<file path="src/kl_bus_pkg.sv">
package kl_bus_pkg;

  localparam int CS_BITS = 7;
  localparam int DS_BITS = 7;

  // Controller select that picks one board on the EBUS
  typedef logic [CS_BITS-1:0] ebus_cs_t;

  // Diagnostic function that the selected board carries out
  typedef logic [DS_BITS-1:0] ebus_ds_t;

  // Select codes follow the backplane slot numbers of the boards
  // A select of zero is never answered, so the idle bus stays quiet
  localparam ebus_cs_t CS_APR = 7'h34;
  localparam ebus_cs_t CS_CON = 7'h35;
  localparam ebus_cs_t CS_EDP = 7'h39;

  // Function codes, with zero kept free as the idle function
  localparam ebus_ds_t DS_READ = 7'h10;
  localparam ebus_ds_t DS_WRITE = 7'h20;
  // Only the datapath slices act on an increment
  localparam ebus_ds_t DS_INCR = 7'h21;

  // What a command asks the front end to do
  typedef enum logic [1:0] {
    OP_DIAG = 2'd0,
    OP_MEM_READ = 2'd1,
    OP_MEM_WRITE = 2'd2
  } fe_op_t;

  // Front-end sequencer states
  typedef enum logic [2:0] {
    ST_IDLE,
    ST_EBUS_SETUP,
    ST_EBUS_STROBE,
    ST_EBUS_SAMPLE,
    ST_MEM_START,
    ST_MEM_WAIT,
    ST_RESP
  } fe_state_t;

endpackage

</file>
<file path="src/kl_word_pkg.sv">
package kl_word_pkg;

  // A KL10 word is 36 bits wide and the datapath cuts it into 6-bit slices
  localparam int WORD_BITS = 36;
  localparam int SLICE_BITS = 6;
  localparam int SLICE_COUNT = WORD_BITS / SLICE_BITS;

  // Word addresses into the MBUS memory
  localparam int ADDR_BITS = 10;

  // One full machine word as it travels on the EBUS and the MBUS
  typedef logic [WORD_BITS-1:0] word_t;

  // The part of the word that one EDP board holds
  typedef logic [SLICE_BITS-1:0] slice_t;

  // Address of one word in the memory, which holds at most 1024 words
  typedef logic [ADDR_BITS-1:0] mem_addr_t;

endpackage
</file>
<file path="src/kl_front_end.sv">
`timescale 1ns/1ns

module kl_front_end (
  input  logic                   top_clk,
  input  logic                   rst,
  input  logic [3:0]             ph,
  input  logic                   cmd_valid,
  output logic                   cmd_ready,
  input  kl_bus_pkg::fe_op_t     cmd_op,
  input  kl_bus_pkg::ebus_cs_t   cmd_cs,
  input  kl_bus_pkg::ebus_ds_t   cmd_ds,
  input  kl_word_pkg::mem_addr_t cmd_addr,
  input  kl_word_pkg::word_t     cmd_data,
  output logic                   rsp_valid,
  input  logic                   rsp_ready,
  output kl_word_pkg::word_t     rsp_data,
  output kl_bus_pkg::ebus_cs_t   ebus_cs,
  output kl_bus_pkg::ebus_ds_t   ebus_ds,
  output logic                   ebus_strobe,
  output kl_word_pkg::word_t     ebus_data_out,
  input  kl_word_pkg::word_t     ebus_data,
  output logic                   mem_start,
  output logic                   mem_write,
  output kl_word_pkg::mem_addr_t mem_addr,
  output kl_word_pkg::word_t     mem_wdata,
  input  logic                   mem_ack,
  input  logic                   mem_rdata_valid,
  input  kl_word_pkg::word_t     mem_rdata
);

  kl_bus_pkg::fe_state_t state;
  kl_bus_pkg::fe_op_t op_q;
  kl_bus_pkg::ebus_cs_t cs_q;
  kl_bus_pkg::ebus_ds_t ds_q;
  kl_word_pkg::mem_addr_t addr_q;
  kl_word_pkg::word_t data_q;
  logic accept;
  logic in_ebus;

  // Only one command is in flight, so the channel is ready only when idle
  assign cmd_ready = state == kl_bus_pkg::ST_IDLE;
  assign accept = cmd_valid && cmd_ready;
  assign rsp_valid = state == kl_bus_pkg::ST_RESP;

  assign in_ebus = state inside {kl_bus_pkg::ST_EBUS_SETUP, kl_bus_pkg::ST_EBUS_STROBE,
                                 kl_bus_pkg::ST_EBUS_SAMPLE};
  assign ebus_strobe = state == kl_bus_pkg::ST_EBUS_STROBE;

  always_comb begin
    ebus_cs = '0;
    ebus_ds = '0;
    if (in_ebus) begin
      ebus_cs = cs_q;
      ebus_ds = ds_q;
      // After the increment has loaded, the slices are read back in phase 4
      if (state == kl_bus_pkg::ST_EBUS_SAMPLE && ds_q == kl_bus_pkg::DS_INCR) begin
        ebus_ds = kl_bus_pkg::DS_READ;
      end
    end
  end

  assign ebus_data_out = (in_ebus && ds_q == kl_bus_pkg::DS_WRITE) ? data_q : '0;

  assign mem_start = state == kl_bus_pkg::ST_MEM_START;
  assign mem_write = op_q == kl_bus_pkg::OP_MEM_WRITE;
  assign mem_addr = addr_q;
  assign mem_wdata = data_q;

  always_ff @(posedge top_clk) begin
    if (rst) begin
      state <= kl_bus_pkg::ST_IDLE;
      op_q <= kl_bus_pkg::OP_DIAG;
    end else begin
      case (state)
        kl_bus_pkg::ST_IDLE: begin
          if (accept) begin
            op_q <= cmd_op;
            if (cmd_op == kl_bus_pkg::OP_DIAG) begin
              state <= kl_bus_pkg::ST_EBUS_SETUP;
            end else begin
              state <= kl_bus_pkg::ST_MEM_START;
            end
          end
        end
        // Hold select and function until the phase-2 cycle, so the strobe lands in phase 3
        kl_bus_pkg::ST_EBUS_SETUP: if (ph[1]) state <= kl_bus_pkg::ST_EBUS_STROBE;
        kl_bus_pkg::ST_EBUS_STROBE: state <= kl_bus_pkg::ST_EBUS_SAMPLE;
        kl_bus_pkg::ST_EBUS_SAMPLE: state <= kl_bus_pkg::ST_RESP;
        kl_bus_pkg::ST_MEM_START: begin
          if (mem_ack) begin
            state <= mem_write ? kl_bus_pkg::ST_RESP : kl_bus_pkg::ST_MEM_WAIT;
          end
        end
        kl_bus_pkg::ST_MEM_WAIT: if (mem_rdata_valid) state <= kl_bus_pkg::ST_RESP;
        kl_bus_pkg::ST_RESP: if (rsp_ready) state <= kl_bus_pkg::ST_IDLE;
        default: state <= kl_bus_pkg::ST_IDLE;
      endcase
    end
  end

  // Command fields and the response word
  always_ff @(posedge top_clk) begin
    if (accept) begin
      cs_q <= cmd_cs;
      ds_q <= cmd_ds;
      addr_q <= cmd_addr;
      data_q <= cmd_data;
    end
    if (state == kl_bus_pkg::ST_EBUS_SAMPLE) begin
      rsp_data <= ebus_data;
    end else if (state == kl_bus_pkg::ST_MEM_START && mem_ack && mem_write) begin
      rsp_data <= data_q;
    end else if (state == kl_bus_pkg::ST_MEM_WAIT && mem_rdata_valid) begin
      rsp_data <= mem_rdata;
    end
  end

endmodule

</file>
<file path="config.mk">
export PLATFORM = sky130hd
export DESIGN_NAME = kl_front_end
export DESIGN_NICKNAME = d
export VERILOG_FILES = /design/src/kl_bus_pkg.sv /design/src/kl_word_pkg.sv /design/src/kl_front_end.sv
export SDC_FILE = /design/constraint.sdc
export NUM_CORES = 1
export LEC_CHECK = 0
export ABC_AREA = 0
export BUFFER_PORTS_ARGS = -buffer_cell sky130_fd_sc_hd__buf_2
export CAP_MARGIN = 25
export CORE_AREA = 3 3 107 109
export DETAILED_ROUTE_END_ITERATION = 16
export DIE_AREA = 0 0 110 112
export PLACE_DENSITY = 0.77
export RECOVER_POWER = 50
export SLEW_MARGIN = 10
export SYNTH_ARGS = -nofsm -noshare
export SYNTH_HDL_FRONTEND = slang
export SYNTH_SLANG_ARGS = --single-unit
</file>
<file path="constraint.sdc">
create_clock -name top_clk -period 5.8 [get_ports top_clk]
set_input_delay 0.58 -clock top_clk [delete_from_list [all_inputs] [get_ports top_clk]]
set_output_delay 0.58 -clock top_clk [all_outputs]
set_load 0.02 [all_outputs]
</file>
# --- Word level (Yosys, flattened, before mapping) ---
# Index checks and enable logic that the tools add are counted.
word_totals:
  ff_bits: 101
  inputBits: 144
  out_inout_bits: 137
  memories: 0
  romBits: 0
  latchBits: 0
  ramBits: 0
op_classes:
  mul: 0
  n_div: 0
  muxes: 15
  add_sub_neg: 0
  n_eq_ne: 14
  n_reduce_logical: 12
  bitwise_logic: 0
  order_cmp: 0
  shift: 0
op_table:
  columns: ["op", "n"]
  rows:
  - ["36-bit 2-to-1 mux", 4]
  - ["7-bit 2-to-1 mux", 3]
  - ["3-bit case mux with 7 select lines", 1]
  - ["3-bit 2-to-1 mux", 6]
  - ["7-bit by 6-bit equality test with 1-bit output, second input constant", 2]
  - ["3-bit equality test, second input constant", 3]
  - ["3-bit by 2-bit equality test with 1-bit output, second input constant", 2]
  - ["1-bit logical AND", 6]
  - ["2-bit by 1-bit != test with 1-bit output, second input constant", 3]
  - ["3-bit nonzero test", 2]
  - ["5-bit AND reduction", 1]
  - ["2-bit != test, second input constant", 2]
  - ["3-bit by 1-bit equality test with 1-bit output, second input constant", 1]
  - ["3-bit zero test", 1]
  - ["2-bit equality test, second input constant", 1]
  - ["2-bit zero test", 1]
  - ["2-bit 2-to-1 mux", 1]
  - ["2-bit AND reduction", 1]

# --- Depth between registers and ports, before layout ---
# Gate-level depths: netlist of run 1.
logic_depth:
  ltp_word: 5
  depth_mapped: 7
  depth_no_buf: 4

# --- Worst setup path after synthesis of run 1 ---
# Ideal clock, no wire load.
synth_timing:
  path_kind: "flip-flop to flip-flop"
  start: "register state[1]"
  end: "register rsp_data[0] (enable)"
  period_less_slack_ps: 3773
  stages_incl_launch_ff: 5
  path_slack_ps: 2027
  arrival_time_ps: 3294
  required_ps: 5321
  path_buffers: 1
  setup_ps: 479
  cell_sequence: "dfxtp_1 buf_2 nor2b_1 a21oi_1 o21ai_0"
synth_between:
  elab_chain_len: 4
  word_cells_on_any_way: 7
  classes_between: "3 x eq/ne; 4 x reduce/logical"
synth_rtl:
  columns: ["item", "line", "source"]
  rows:
  - ["start, declared", "kl_front_end.sv:31", "kl_bus_pkg::fe_state_t state;"]
  - ["start signal, assigned", "kl_front_end.sv:71", "state <= kl_bus_pkg::ST_IDLE;"]
  - ["start signal, assigned", "kl_front_end.sv:79", "state <= kl_bus_pkg::ST_EBUS_SETUP;"]
  - ["start signal, assigned", "kl_front_end.sv:81", "state <= kl_bus_pkg::ST_MEM_START;"]
  - ["3-bit equality test", "kl_front_end.sv:111", "end else if (state == kl_bus_pkg::ST_MEM_START && mem_ack && mem_write) begin"]
  - ["1-bit logical AND (2 in series)", "kl_front_end.sv:111", null]
  - ["3-bit nonzero test (no line) (*)", null, null]
  - ["end signal, assigned", "kl_front_end.sv:110", "rsp_data <= ebus_data;"]
  - ["end signal, assigned", "kl_front_end.sv:112", "rsp_data <= data_q;"]
  - ["end signal, assigned", "kl_front_end.sv:114", "rsp_data <= mem_rdata;"]
  - ["end, declared", "kl_front_end.sv:16", "output kl_word_pkg::word_t rsp_data,"]
# Every way passes the cells marked *; elsewhere a longest branch is shown, timed or not.
# A chain may end at the register's enable or synchronous reset.

# --- Final worst setup path of run 1 ---
layout_timing:
  start: "register state[2]"
  end: "register op_q[1]"
layout_between:
  elab_chain_len: 3
layout_rtl:
  columns: ["item", "line", "source"]
  rows:
  - ["3-bit zero test (*)", "kl_front_end.sv:41, kl_front_end.sv:74", null]
  - ["1-bit logical AND", "kl_front_end.sv:42", "assign accept = cmd_valid && cmd_ready;"]
  - ["2-bit AND reduction (no line) (*)", null, null]
  - ["end signal, assigned", "kl_front_end.sv:72", "op_q <= kl_bus_pkg::OP_DIAG;"]
  - ["end signal, assigned", "kl_front_end.sv:77", "op_q <= cmd_op;"]
  - ["end, declared", "kl_front_end.sv:32", "kl_bus_pkg::fe_op_t op_q;"]
# Marks and branches as above.

==> metrics list, run 1 <==
* Inserted Diodes: 0
- Portion of synthesized cell area occupied by the leading cell type: 66.5%
- The critical path starts at state[2].
- Biggest fanout along the worst timing path: 62
* Total routed wirelength: 13100 um
* Count of flip-flops with a built-in enable after synthesis: 96
* Peak clock frequency supported by timing: 257 MHz
* Arrival time worst endpoint: 4140 ps
- In the final routed layout, each cell accounts on average for 16.8 um.
- Register share of total power: 54.4%
- Summed over all nets, wire length on met3 after detailed routing comes to 1300 um.
- Clock latency of the later-clocked register in the worst-skew pair: 360 ps
- TritonRoute pass-1 iters: 4
- The floorplan step defined a core boundary enclosing 10700 sq um.
- edfxtp_1 is the most common cell in the netlist.
- Buffers added to address setup during post-CTS repair amount to 0.
* Max-slew headroom at the worst pin: -132%
- The first global-routing pass estimated 19000 um of wire.
* Number of instances in the synthesized netlist: 363
- Synth warnings: 0
- The synthesized design spends more area on one cell type than any other, namely edfxtp_1.
- Period utilisation layout: 67.2%
- Once placement finished, the instance area stood at 5860 sq um.
* Final hold violations: 0
* IO Count: 281
* CTS sink cnt: 101
- The floorplan step defined a die boundary enclosing 12300 sq um.
- Initial Util: 40.5%
* Final Cell Area: 5950 sq um
* Count of max-cap constraint violations: 1
* Post-DR vias/cell: 4.87
* Synth top area cells: edfxtp_1 67%, a21oi_1 8.8%, and2_1 7.4%
- Measured along the y axis, the die boundary spans 112 um.
- The analysis attributes to net switching a power of 0.525 mW.
* Violated checks: max-capacitance violations, max-slew violations
- Post-synth design cell area: 4330 sq um
* Clock Tree Root: clkbuf_8
- DRT met1 WL: 4780 um
- Net switching is 29.6% of the power.
- Row generation in the floorplan step produced 38 rows.
- Count of distinct cell types in the synthesized netlist: 28
- Outcome: finished, violations left
- Relative area change from synthesis to final layout: 37.4%
* Transition time at the pin with the least slew margin: 3490 ps
* Antenna violations before repair: 0
- Max Slew Vio Count: 63
- Setup repair after global routing left no endpoint under its margin.
* Beginning of the worst register-to-register path: state[2]
- Minimum hold slack: 389 ps
- Of the synthesized area, sequential elements account for 68.8%.
- Number of DRC markers after the initial detailed-route iteration: 235
- Residual overflow from global routing: 0
- Post-synthesis async set-or-reset flop share: 0%
* Data required time at the worst endpoint: 6040 ps
- The setup path with the least slack is of type reg -> reg.
* Worst Clk Skew: 16.1 ps
* Total internal power: 1.25 mW
- Once routing completed, OpenROAD measured the worst setup slack at 1900 ps.
* Residual DRC: 0
* Share of power burned in combinational logic: 20.0%
- Origin of the worst min-delay path: cmd_data[17]
* Count of input and output buffers: 277
* Worst vdd ir: 0.000177 V
* Share of total power in the clock network: 25.6%
- Worst Reg-to-Reg Cells: 5
- No sink is reached through more buffers than the 2 on the longest clock path.
- STA classifies the critical path startpoint as a register.
* H-Tree Depth: 3
- After detailed routing, the met2 layer carries 6740 um of wire.
- Total number of vias: 3795
* Avg Cell Area, Syn: 11.9 sq um
- Number of gates given a new drive strength after cts: 0
* Syn_nets: 507
- Routability-driven placement finished with a final weighted congestion of 0.798.
- Clock-pin slew reported for the worst setup and hold paths after clock tree synthesis: 100 ps
* Die X: 110 um
* Total CTS buffers: 9
* Pre-CTS WS: 2780 ps
* Uppermost metal layer occupied by signal nets: met4
- Final setup violation count: 0
- The HPWL after detailed placement is 9760 um.
* ANT nets after route: 0
- The net count of the finished layout is 778.
- Static power due to leakage: 2.57 nW
* Class of the tightest hold or removal check: in -> reg
- The most used flip-flop cell after synthesis is edfxtp_1.
- CTS tree: yes
- Of the cells placed in the final design, the portion with a size suffix greater than 1 is 33.6%.
- Along the worst hold path, the cell count comes to 1.
- Entering global routing, the biggest net connects 63 pins.
- Clock period minus final worst setup slack: 3900 ps
* Endpoint type of the worst setup path: register
- Power spread over the standard cell area amounts to 298 nW/um^2.
- Overall track demand over capacity in global routing: 20.3%
- Total Negative Setup Slacks: 0 ps
- The synthesized design contains 101 register bits.
- Hold buffer count at CTS: 0
- Counting instances in the post-synthesis netlist gives the leading cell types as 96 x edfxtp_1, 76 x a21oi_1, 51 x and2_1, 42 x nor2_1, 41 x nand2_1.
* Vias in the first global route: 3797
layer usage:
layer / track usage [%] / vias to the layer above
met3: 5.51 / 21
met2: 36.6 / 208
met5: 0 / -
met4: 8.31 / 0
li1: - / 1816
met1: 21.9 / 1750
stage by stage:
stage,util (%),power (mW),instances
floorplan,-,1.18,363
global placement,54.4,1.33,761
detailed placement,54.8,1.34,763
CTS,56.7,1.80,779
global route,55.6,1.85,779
finish,55.6,1.77,779
cells by family after synthesis:
family	after synthesis	synth area share (%)
AO/OA/AOI/OAI	84	10.0
buffers and inverters	24	2.89
flip-flops	101	68.8
multiplexers	4	0.924
AND/OR/NAND/NOR	150	17.4
sequential cells by signal (all words and copies together), names as in the netlist:
name / count
mem_wdata: 36
rsp_data: 36
mem_addr: 10
cs_q: 7
ds_q: 7
state: 3
op_q: 2
power groups by stage:
| stage | registers [mW] | clock network [mW] | logic, mW |
|---|---|---|---|
| 2_1_floorplan | 1.03 | 0 | 0.149 |
| 3_3_place_gp | 0.965 | 0 | 0.363 |
| 3_5_place_dp | 0.969 | 0 | 0.375 |
| 4_1_cts | 0.954 | 0.467 | 0.376 |
| 5_1_grt | 0.974 | 0.493 | 0.388 |
| 6_report | 0.964 | 0.454 | 0.355 |
final timing paths:
kind / end / slack, ps
worst max register to register: op_q[1] / 1900
worst min-delay path: mem_wdata[17] / 390
worst max-delay path: op_q[1] / 1900
worst min register to register: op_q[0] / 520
worst max-delay path: stages, from the launching register on:
cell and delay [ps]:
dfxtp_1 420, nor3_1 280, and2_2 180, clkbuf_1 2450, mux2i_1 380, nor2_1 70
placed cells by master, fill, tap and decap left out, drive strengths merged:
master | Yosys | routed
buf | 11 | 196
clkbuf | 12 | 100
edfxtp | 96 | 96
a21oi | 76 | 76
and2 | 51 | 51
nor2 | 42 | 42
nand2 | 41 | 41
dfxtp | 5 | 5
nor2b | 4 | 4
mux2i | 4 | 4
a31oi | 3 | 3
nor3 | 3 | 3
and3 | 2 | 2
clkinvlp | 0 | 2
o21ai | 2 | 2
inv | 1 | 1
or4b | 1 | 1
nand4 | 1 | 1
and4 | 1 | 1
and3b | 1 | 1
nand2b | 1 | 1
o311ai | 1 | 1
a2111oi | 1 | 1
or2 | 1 | 1
nand3b | 1 | 1
a21boi | 1 | 1
bufinv | 0 | 1
layout make-up:
type	instances	area (sq um)
repair buffers	283	1350
multi-input cells	238	1240
well taps	140	175
clock buffers	13	159
fillers	970	4740
clock inverters	3	45.0
flip-flops and latches	101	2980
inverters	1	3.75
No activity file was read; power rests on OpenSTA's default activity.
==> inputs of run 2 (changes only) <==
--- a/config.mk
+++ b/config.mk
@@ -8,10 +8,11 @@
 export ABC_AREA = 0
 export BUFFER_PORTS_ARGS = -buffer_cell sky130_fd_sc_hd__buf_2
 export CAP_MARGIN = 25
-export CORE_AREA = 3 3 107 109
+export CORE_ASPECT_RATIO = 0.9
+export CORE_MARGIN = 3
+export CORE_UTILIZATION = 38
 export DETAILED_ROUTE_END_ITERATION = 16
-export DIE_AREA = 0 0 110 112
-export PLACE_DENSITY = 0.77
+export PLACE_DENSITY = 0.76
 export RECOVER_POWER = 50
 export SLEW_MARGIN = 10
 export SYNTH_ARGS = -nofsm -noshare
==> constraint.sdc (replaced) <==
create_clock -name top_clk -period 3.3 [get_ports top_clk]
set_input_delay 0.33 -clock top_clk [delete_from_list [all_inputs] [get_ports top_clk]]
set_output_delay 0.33 -clock top_clk [all_outputs]
set_load 0.02 [all_outputs]
==> run 2 against run 1 <==
The flow still finishes with violations (max-capacitance violations, max-slew violations). Total power increased by 94%. Largest power group unchanged. Via count increased by 2.4%. Clock power increased by 140%. Flip-flop and latch count unchanged. Clock-buffer cell count decreased by 4. Final cell count increased by 2.1%. Sequential power increased by 74%. Critical path depth unchanged. Worst setup slack got worse by 1400 ps. Worst hold slack got worse by 230 ps.
==> metrics list, run 2 (synthesis gave the netlist of run 1 again) <==
- IO Count: 281 (unchanged)
- Core ar.: 11000 sq um (was 10700 sq um)
* Origin of the worst min-delay path: cmd_ds[6] (was cmd_data[17])
* Final setup violation count: 0 (unchanged)
- Endpoint type of the worst setup path: register (unchanged)
* Number of post-CTS setup repair buffers: 0 (unchanged)
- Critical path cell sequence: nor3_1, and2_0, buf_12, mux2i_1, nor2_1 (was nor3_1, and2_2, clkbuf_1, mux2i_1, nor2_1)
* Overall track demand over capacity in global routing: 20.1% (was 20.3%)
- The combinational share of power came to 18.6% (was 20.0%).
- Largest net degree at the start of global routing: 42 (was 63)
- Buffer depth of the longest clock path: 2 (unchanged)
- The library cell used as clock root buffer is clkbuf_16 (was clkbuf_8).
- The number of vias in the routed layout was 3885 (was 3795).
* Register share of total power: 49.0% (was 54.4%)
- Total internal power: 2.46 mW (was 1.25 mW)
- Last weighted congestion value of the routability-driven placer: 0.821 (was 0.798)
- Initial Util: 39.4% (was 40.5%)
- The total DRC errors in the routed layout was 0 (unchanged).
- Peak clock frequency supported by timing: 363 MHz (was 257 MHz)
- Residual overflow from global routing: 0 (unchanged)
* Total Negative Setup Slacks: 0 ps (unchanged)
* Placed wire-length estimate: 9870 um (was 9760 um)
- Count of input and output buffers: 277 (unchanged)
- Delay of the slowest critical-path stage: 1270 ps (was 2450 ps)
- Outcome: finished, violations left (unchanged)
* Share of total power in the clock network: 32.3% (was 25.6%)
- The total clock sinks was 101 (unchanged).
- The normalized max-slew margin came to -9.46% (was -132%).
* Biggest fanout along the worst timing path: 41 (was 62)
- The worst min-delay path category is in -> reg (unchanged).
- The switching power share of the total is 28.4% (was 29.6%).
- The CTS tree was yes (unchanged).
- The sum of buffers and inverters on the critical path came to 1 (unchanged).
- Total routed wirelength: 13400 um (was 13100 um)
- Height of the chip: 107 um (was 112 um)
* Inserted Diodes: 0 (unchanged)
- The area overhead of the layout relative to synthesis was 40.6% (was 37.4%).
- Top delay family on crit path: simple AND/OR/NAND/NOR gates (was buffers and inverters)
- The layout cell share with drive strength beyond 1 is 34.1% (was 33.6%).
* Net Switching: 0.974 mW (was 0.525 mW)
* Power Total: 3.43 mW (was 1.77 mW)
- TritonRoute pass-1 iters: 4 (unchanged)
* Period utilisation layout: 83.5% (was 67.2%)
- The clock transition at the registers of the reported paths was 70 ps (was 100 ps).
* # rows: 36 (was 38)
- Category of the most critical setup path: reg -> reg (unchanged)
- The number of H-tree levels is 3 (unchanged).
* Hold buffer count at CTS: 0 (unchanged)
- Max Slew Vio Count: 22 (was 63)
- The kind of launch point of the worst setup path was a register (unchanged).
- The critical path's slowest cell is and2_0 (was clkbuf_1).
- Fin worst setup slack: 545 ps (was 1900 ps)
- Most common cell after layout, fill and taps aside: buf_2 (unchanged)
- Beginning of the worst register-to-register path: state[2] (unchanged)
- The number of buffers added by the clock tree synthesis step was 9 (unchanged).
* Static power due to leakage: 2.65 nW (was 2.57 nW)
* Final Core Density: 55.5% (was 55.6%)
* Antenna violations before repair: 0 (unchanged)
- Leading cell types in the layout, fill and taps excluded: 191 x buf_2, 96 x edfxtp_1, 86 x clkbuf_1 (was 191 x buf_2, 96 x edfxtp_1, 89 x clkbuf_1).
- Number of gates given a new drive strength after cts: 0 (unchanged)
- The required time of the worst setup path was 3530 ps (was 6040 ps).
* Setup repair after global routing missed its margin: no (unchanged)
- The remaining number of nets flagged by the antenna check after routing was 0 (unchanged).
- Net total in the final layout: 782 (was 778)
* DR WL/cell: 16.8 um (about the same)
- Clock latency of the later-clocked register in the worst-skew pair: 350 ps (was 360 ps)
- Crit path launch: state[2] (unchanged)
- The worst slack after detailed placement was 1030 ps (was 2780 ps).
- The width of the die was 119 um (was 110 um).
* Clock period minus final worst setup slack: 2760 ps (was 3900 ps)
- The via count of the first global-routing pass was 3840 (was 3797).
- The max-capacitance violation count came to 1 (unchanged).
- The worst setup skew after layout was 12.4 ps (was 16.1 ps).
* Arrival time worst endpoint: 2990 ps (was 4140 ps)
* Number of DRC markers after the initial detailed-route iteration: 317 (was 235)
- Die ar.: 12700 sq um (was 12300 sq um)
- Violated checks: max-capacitance violations, max-slew violations (unchanged).
- Final hold violations: 0 (unchanged)
- Post-DR vias/cell: 4.89 (was 4.87)
- The worst-margin pin slew is 1640 ps (was 3490 ps).
* Power per standard cell area: 563 nW/um^2 (was 298 nW/um^2)
- First-pass GRT wire length: 19700 um (was 19000 um)
- Worst vdd ir: 0.000493 V (was 0.000177 V)
-- run 2: metrics by stage --
| step | hold WS, ps | std cells | instance area (sq um) |
|---|---|---|---|
| 5_1_grt | 129 | 795 | 6100 |
| 3_3_place_gp | 471 | 779 | 5890 |
| 2_1_floorplan | 402 | 363 | 4340 |
| 4_1_cts | 137 | 795 | 6200 |
| 6_report | 154 | 795 | 6100 |
| 3_5_place_dp | 494 | 779 | 5890 |
-- run 2: final cells by class --
type                            instances  area (sq um)
Timing Repair Buffer                  287          1370
Multi-Input combinational cell        238          1240
Clock buffer                            9           225
Fill cell                            1029          4890
Clock inverter                          7          90.1
Inverter                                1          3.75
Tap cell                              152           190
Sequential cell                       101          2980
-- run 2: final timing paths --
path | endpoint | slack, ps | cells past startpoint
worst min register to register | op_q[1] | 510 | 2
worst max register to register | op_q[1] | 540 | 5
worst min-delay path | ds_q[6] | 150 | 1
worst max-delay path | op_q[1] | 540 | 5
-- run 2: power groups by stage --
stage / registers (mW) / clock network (mW) / logic (mW)
floorplan: 1.80 / 0 / 0.262
global placement: 1.69 / 0 / 0.659
detailed placement: 1.70 / 0 / 0.673
CTS: 1.68 / 1.13 / 0.675
global route: 1.70 / 1.18 / 0.692
finish: 1.68 / 1.11 / 0.639
-- run 2: per-layer routing --
| layer | vias to the layer above | part of all wire [%] | global-route usage, % |
|---|---|---|---|
| li1 | 1830 | - | - |
| met5 | - | 0 | 0 |
| met4 | 0 | 0.74 | 5.87 |
| met3 | 9 | 11 | 8.09 |
| met2 | 230 | 52 | 35.7 |
| met1 | 1816 | 36 | 22.3 |
==> inputs of run 3 (changes only) <==
--- a/config.mk
+++ b/config.mk
@@ -5,14 +5,14 @@
 export SDC_FILE = /design/constraint.sdc
 export NUM_CORES = 1
 export LEC_CHECK = 0
-export ABC_AREA = 0
+export ABC_AREA = 1
 export BUFFER_PORTS_ARGS = -buffer_cell sky130_fd_sc_hd__buf_2
 export CAP_MARGIN = 25
 export CORE_ASPECT_RATIO = 0.9
 export CORE_MARGIN = 3
-export CORE_UTILIZATION = 38
+export CORE_UTILIZATION = 43
 export DETAILED_ROUTE_END_ITERATION = 16
-export PLACE_DENSITY = 0.76
+export PLACE_DENSITY = 0.8
 export RECOVER_POWER = 50
 export SLEW_MARGIN = 10
 export SYNTH_ARGS = -nofsm -noshare
==> constraint.sdc (replaced) <==
create_clock -name top_clk -period 2.75 [get_ports top_clk]
set_input_delay 0.275 -clock top_clk [delete_from_list [all_inputs] [get_ports top_clk]]
set_output_delay 0.275 -clock top_clk [all_outputs]
set_load 0.02 [all_outputs]
==> run 3 against run 2 <==
The run now ends clean. Flip-flop and latch count is the same. Worst hold slack lost 48 ps. Worst setup slack lost 280 ps. Global-route usage about the same. Sequential power grew 35%. Critical path depth unchanged. First-iteration DRC count down 11%. Wire length is 6.6% lower. Die area down 5.4%. Sequential share of layout area shrank 1.3 points. Combinational power grew to 2.6 times the previous value. Largest cell class unchanged.
==> metrics list, run 3 <==
- Outcome: finished clean (was finished, violations left)
- Setup repair after global routing missed its margin: no (unchanged).
* Top delay family on crit path: simple AND/OR/NAND/NOR gates (unchanged)
- Total Negative Setup Slacks: 0 ps (unchanged)
- Xor-xnor portion of the synthesized cell area: 0% (unchanged)
- The clock transition at the registers of the reported paths was 70 ps (about the same).
- Fin worst setup slack: 262 ps (was 545 ps)
- IO Count: 281 (unchanged)
- The number of buffers added by the clock tree synthesis step is 9 (unchanged).
* Initial Util: 44.5% (was 39.4%)
- Die X: 115 um (was 119 um)
- Leading cell types in the layout, fill and taps excluded: 191 x buf_2, 165 x nand2_1, 96 x edfxtp_1 (was 191 x buf_2, 96 x edfxtp_1, 86 x clkbuf_1).
* Reg-to-Reg End: rsp_data[33] (was op_q[1])
- Static power due to leakage: 3.12 nW (was 2.65 nW)
* Beginning of the worst register-to-register path: state[2] (unchanged)
* Power Total: 5.32 mW (was 3.43 mW)
- Share of cell area taken by muxes after synthesis: 0% (was 0.924%)
- Vias in the first global route: 3990 (was 3840)
- The layout cell share with drive strength beyond 1 was 30.7% (was 34.1%).
- The slack of the worst reg-to-reg path was 490 ps (was 540 ps).
- The fraction of registers with async set or reset after synthesis is 0% (unchanged).
* Total routed wirelength: 12500 um (was 13400 um)
- Arrival time worst endpoint: 2210 ps (was 2990 ps)
* H-Tree Depth: 3 (unchanged)
* Main combinational cell family by area after synthesis: simple AND/OR/NAND/NOR gates (unchanged)
* Post-Synth Simple-Gate Area: 21.0% (was 17.3%)
- The classification of the worst setup path is reg -> out (was reg -> reg).
- Worst vdd ir: 0.000643 V (was 0.000493 V)
- Max Slew Vio Count: 0 (was 22)
- Most used standard cell by instance count after synthesis: nand2_1 (was edfxtp_1)
- Share of total power in the clock network: 25.8% (was 32.3%)
- Core ar.: 10400 sq um (was 11000 sq um)
- Inserted Diodes: 0 (unchanged)
* Avg Cell Area, Syn: 9.84 sq um (was 11.9 sq um)
* Yosys reg bits: 101 (unchanged)
* Synth top area cells: edfxtp_1 62%, nand2_1 13%, nor2_1 5.1% (was edfxtp_1 67%, a21oi_1 8.8%, and2_1 7.4%)
* Net total in the final layout: 889 (was 782)
- Cell seen most often among critical-path stages: nor2_1
* Worst-case hold path end point: mem_wdata[22] (was ds_q[6])
* Number of post-CTS setup repair buffers: 0 (unchanged)
* Transition time at the pin with the least slew margin: 784 ps (was 1640 ps)
- The CTS tree was yes (unchanged).
* Post-synth design cell area: 4620 sq um (was 4330 sq um)
* Class of the tightest hold or removal check: in -> reg (unchanged)
- The area fraction in compound gates after synthesis came to 5.60% (was 10.0%).
- # rows: 35 (was 36)
- Power per standard cell area: 850 nW/um^2 (was 563 nW/um^2)
- Total internal power: 3.36 mW (was 2.46 mW)
* Sequential area share after synthesis: 64.5% (was 68.8%)
- Residual overflow from global routing: 0 (unchanged)
* Syn_nets: 614 (was 507)
- Post-DR vias/cell: 4.69 (was 4.89)
- Overall track demand over capacity in global routing: 20.1% (about the same)
* Switching part of the total: 36.8% (was 28.4%)
* Data required time at the worst endpoint: 2480 ps (was 3530 ps)
- Post-synth top cells: 165 x nand2_1, 96 x edfxtp_1, 63 x nor2_1, 62 x inv_1, 25 x o21ai_1 (was 96 x edfxtp_1, 76 x a21oi_1, 51 x and2_1, 42 x nor2_1, 41 x nand2_1)
- Buffer depth of the longest clock path: 2 (unchanged)
* Pre-CTS WS: 565 ps (was 1030 ps)
* Relative area change from synthesis to final layout: 35.5% (was 40.6%)
- Number of gates given a new drive strength after cts: 0 (unchanged)
- Antenna violations before repair: 0 (unchanged)
* Largest net degree at the start of global routing: 73 (was 42)
* Count of flip-flops with a built-in enable after synthesis: 96 (unchanged)
- The utilization after layout is 60.4% (was 55.5%).
- CP Launch Type: register (unchanged)
* Hold buffer count at CTS: 0 (unchanged)
- Clock Tree Root: clkbuf_16 (unchanged)
- Clock latency of the later-clocked register in the worst-skew pair: 340 ps (was 350 ps)
* ANT nets after route: 0 (unchanged)
* First-pass GRT wire length: 19000 um (was 19700 um)
* Worst Reg-to-Reg Cells: 8 (was 5)
* Net Switching: 1.96 mW (was 0.974 mW)
- The proportion of netlist area held by the largest area contributor came to 62.4% (was 66.5%).
- Placed wire-length estimate: 9470 um (was 9870 um)
- The synthesis warning total was 0 (unchanged).
- Critical path cell sequence: nor2_1, nor2_1, nand4_4, nor2_1, buf_2 (was nor3_1, and2_0, buf_12, mux2i_1, nor2_1).
- Adder-cell share of the synthesized area: 0% (unchanged)
- The die footprint came to 12000 sq um (was 12700 sq um).
- The number of vias in the routed layout came to 4122 (was 3885).
- The number of cells on the worst hold path was 1 (unchanged).
* Origin of the worst min-delay path: cmd_data[22] (was cmd_ds[6])
* Number of DRC markers after the initial detailed-route iteration: 281 (was 317)
- Fill count: 958 (was 1029)
* Last weighted congestion value of the routability-driven placer: 0.855 (was 0.821)
- The number of iterations in the first detailed-routing pass was 4 (unchanged).
* DR WL/cell: 14.2 um (was 16.8 um)
* Count of buffer and inverter cells on the critical path: 1 (unchanged)
- The leading register cell type out of synthesis was edfxtp_1 (unchanged).
- Worst Clk Skew: 4.57 ps (was 12.4 ps)
- The total DRC errors in the routed layout was 0 (unchanged).
- The number of unique standard cell types used by synthesis was 22 (was 28).
- The most common cell after layout, fill and taps aside is buf_2 (unchanged).
- For the finished layout, the period the worst path requires is 2490 ps.
- The peak fanout along the critical path is 36 (was 41).
- Final hold violations: 0 (unchanged)
- Period utilisation layout: 90.5%
* Number of instances in the synthesized netlist: 470 (was 363)
- The largest stage delay on the critical path came to 510 ps (was 1270 ps).
- Register share of total power: 42.5% (was 49.0%)
* Height of the chip: 104 um (was 107 um)
- The total clock sinks was 101 (unchanged).
- Final setup violation count: 0 (unchanged)
* Endpoint type of the worst setup path: output port (was register)
- Timing would allow up to 402 MHz.
* Share of power burned in combinational logic: 31.7% (was 18.6%)
- The critical path's slowest cell is dfxtp_1 (was and2_0).
- Max-slew headroom at the worst pin: 47.7% (was -9.46%)
- Count of input and output buffers: 277 (unchanged)
- Largest area contributor in the netlist: edfxtp_1 (unchanged)
- Count of max-cap constraint violations: 0 (was 1)
run 3: cell count changes in the layout (fill, tap and decap cells not counted), sizes merged, moves of 4 or more:
cell / delta
nand2: +124
a21oi: -73
inv: +66
and2: -51
o21ai: +37
nor2: +21
nand3: +8
buf: -5
mux2i: -4
nor2b: -4
run 3: worst max path at each step:
stage / depth (start not counted) / endpoint / from / slack (ps)
after global placement: 5 / ebus_data_out[24] / state[0] / 620
after floorplan: 3 / rsp_data[0] / state[0] / 7
final: 5 / ebus_data_out[2] / state[0] / 260
after detailed placement: 5 / ebus_data_out[2] / state[0] / 560
after global routing: 5 / ebus_data_out[23] / state[0] / 70
after CTS: 5 / ebus_data_out[2] / state[0] / 180
run 3: layout make-up:
| type | instances | area (sq um) | share of cell area (%) |
|---|---|---|---|
| Sequential cell | 101 | 2980 | 47.6 |
| Timing Repair Buffer | 283 | 1320 | 21.1 |
| Multi-Input combinational cell | 286 | 1230 | 19.6 |
| Inverter | 64 | 240 | 3.83 |
| Clock buffer | 9 | 225 | 3.59 |
| Tap cell | 129 | 161 | 2.58 |
| Clock inverter | 7 | 105 | 1.68 |
run 3: cells by family (layout without fill, tap and decap cells):
group / Yosys count / in the layout
DFF: 101 / 101
buffers and inverters: 83 / 363
AOI/OAI and AO/OA: 43 / 43
and+or+nand+nor: 243 / 243
run 3: metrics by stage:
step / instances / area, sq um / hold WS (ps)
finish: 879 / 6270 / 106
floorplan: 470 / 4640 / 340
global placement: 863 / 6060 / 448
global route: 879 / 6270 / 88.5
CTS: 879 / 6390 / 92.0
detailed placement: 863 / 6060 / 448
run 3: metal layers:
metal	track usage, %	share of wire (%)	up-vias
met4	5.87	1.6	0
met1	23.4	39	1845
met3	5.64	8.5	23
met5	0	0	-
li1	-	-	2049
met2	35.7	51	205
run 3: power groups by stage:
stage | Combinational, mW | Clock (mW) | Sequential, mW
after detailed placement | 1.78 | 0 | 2.30
after floorplan | 0.924 | 0 | 2.54
after global placement | 1.74 | 0 | 2.28
after global routing | 1.88 | 1.47 | 2.30
final | 1.69 | 1.37 | 2.26
after CTS | 1.79 | 1.41 | 2.26
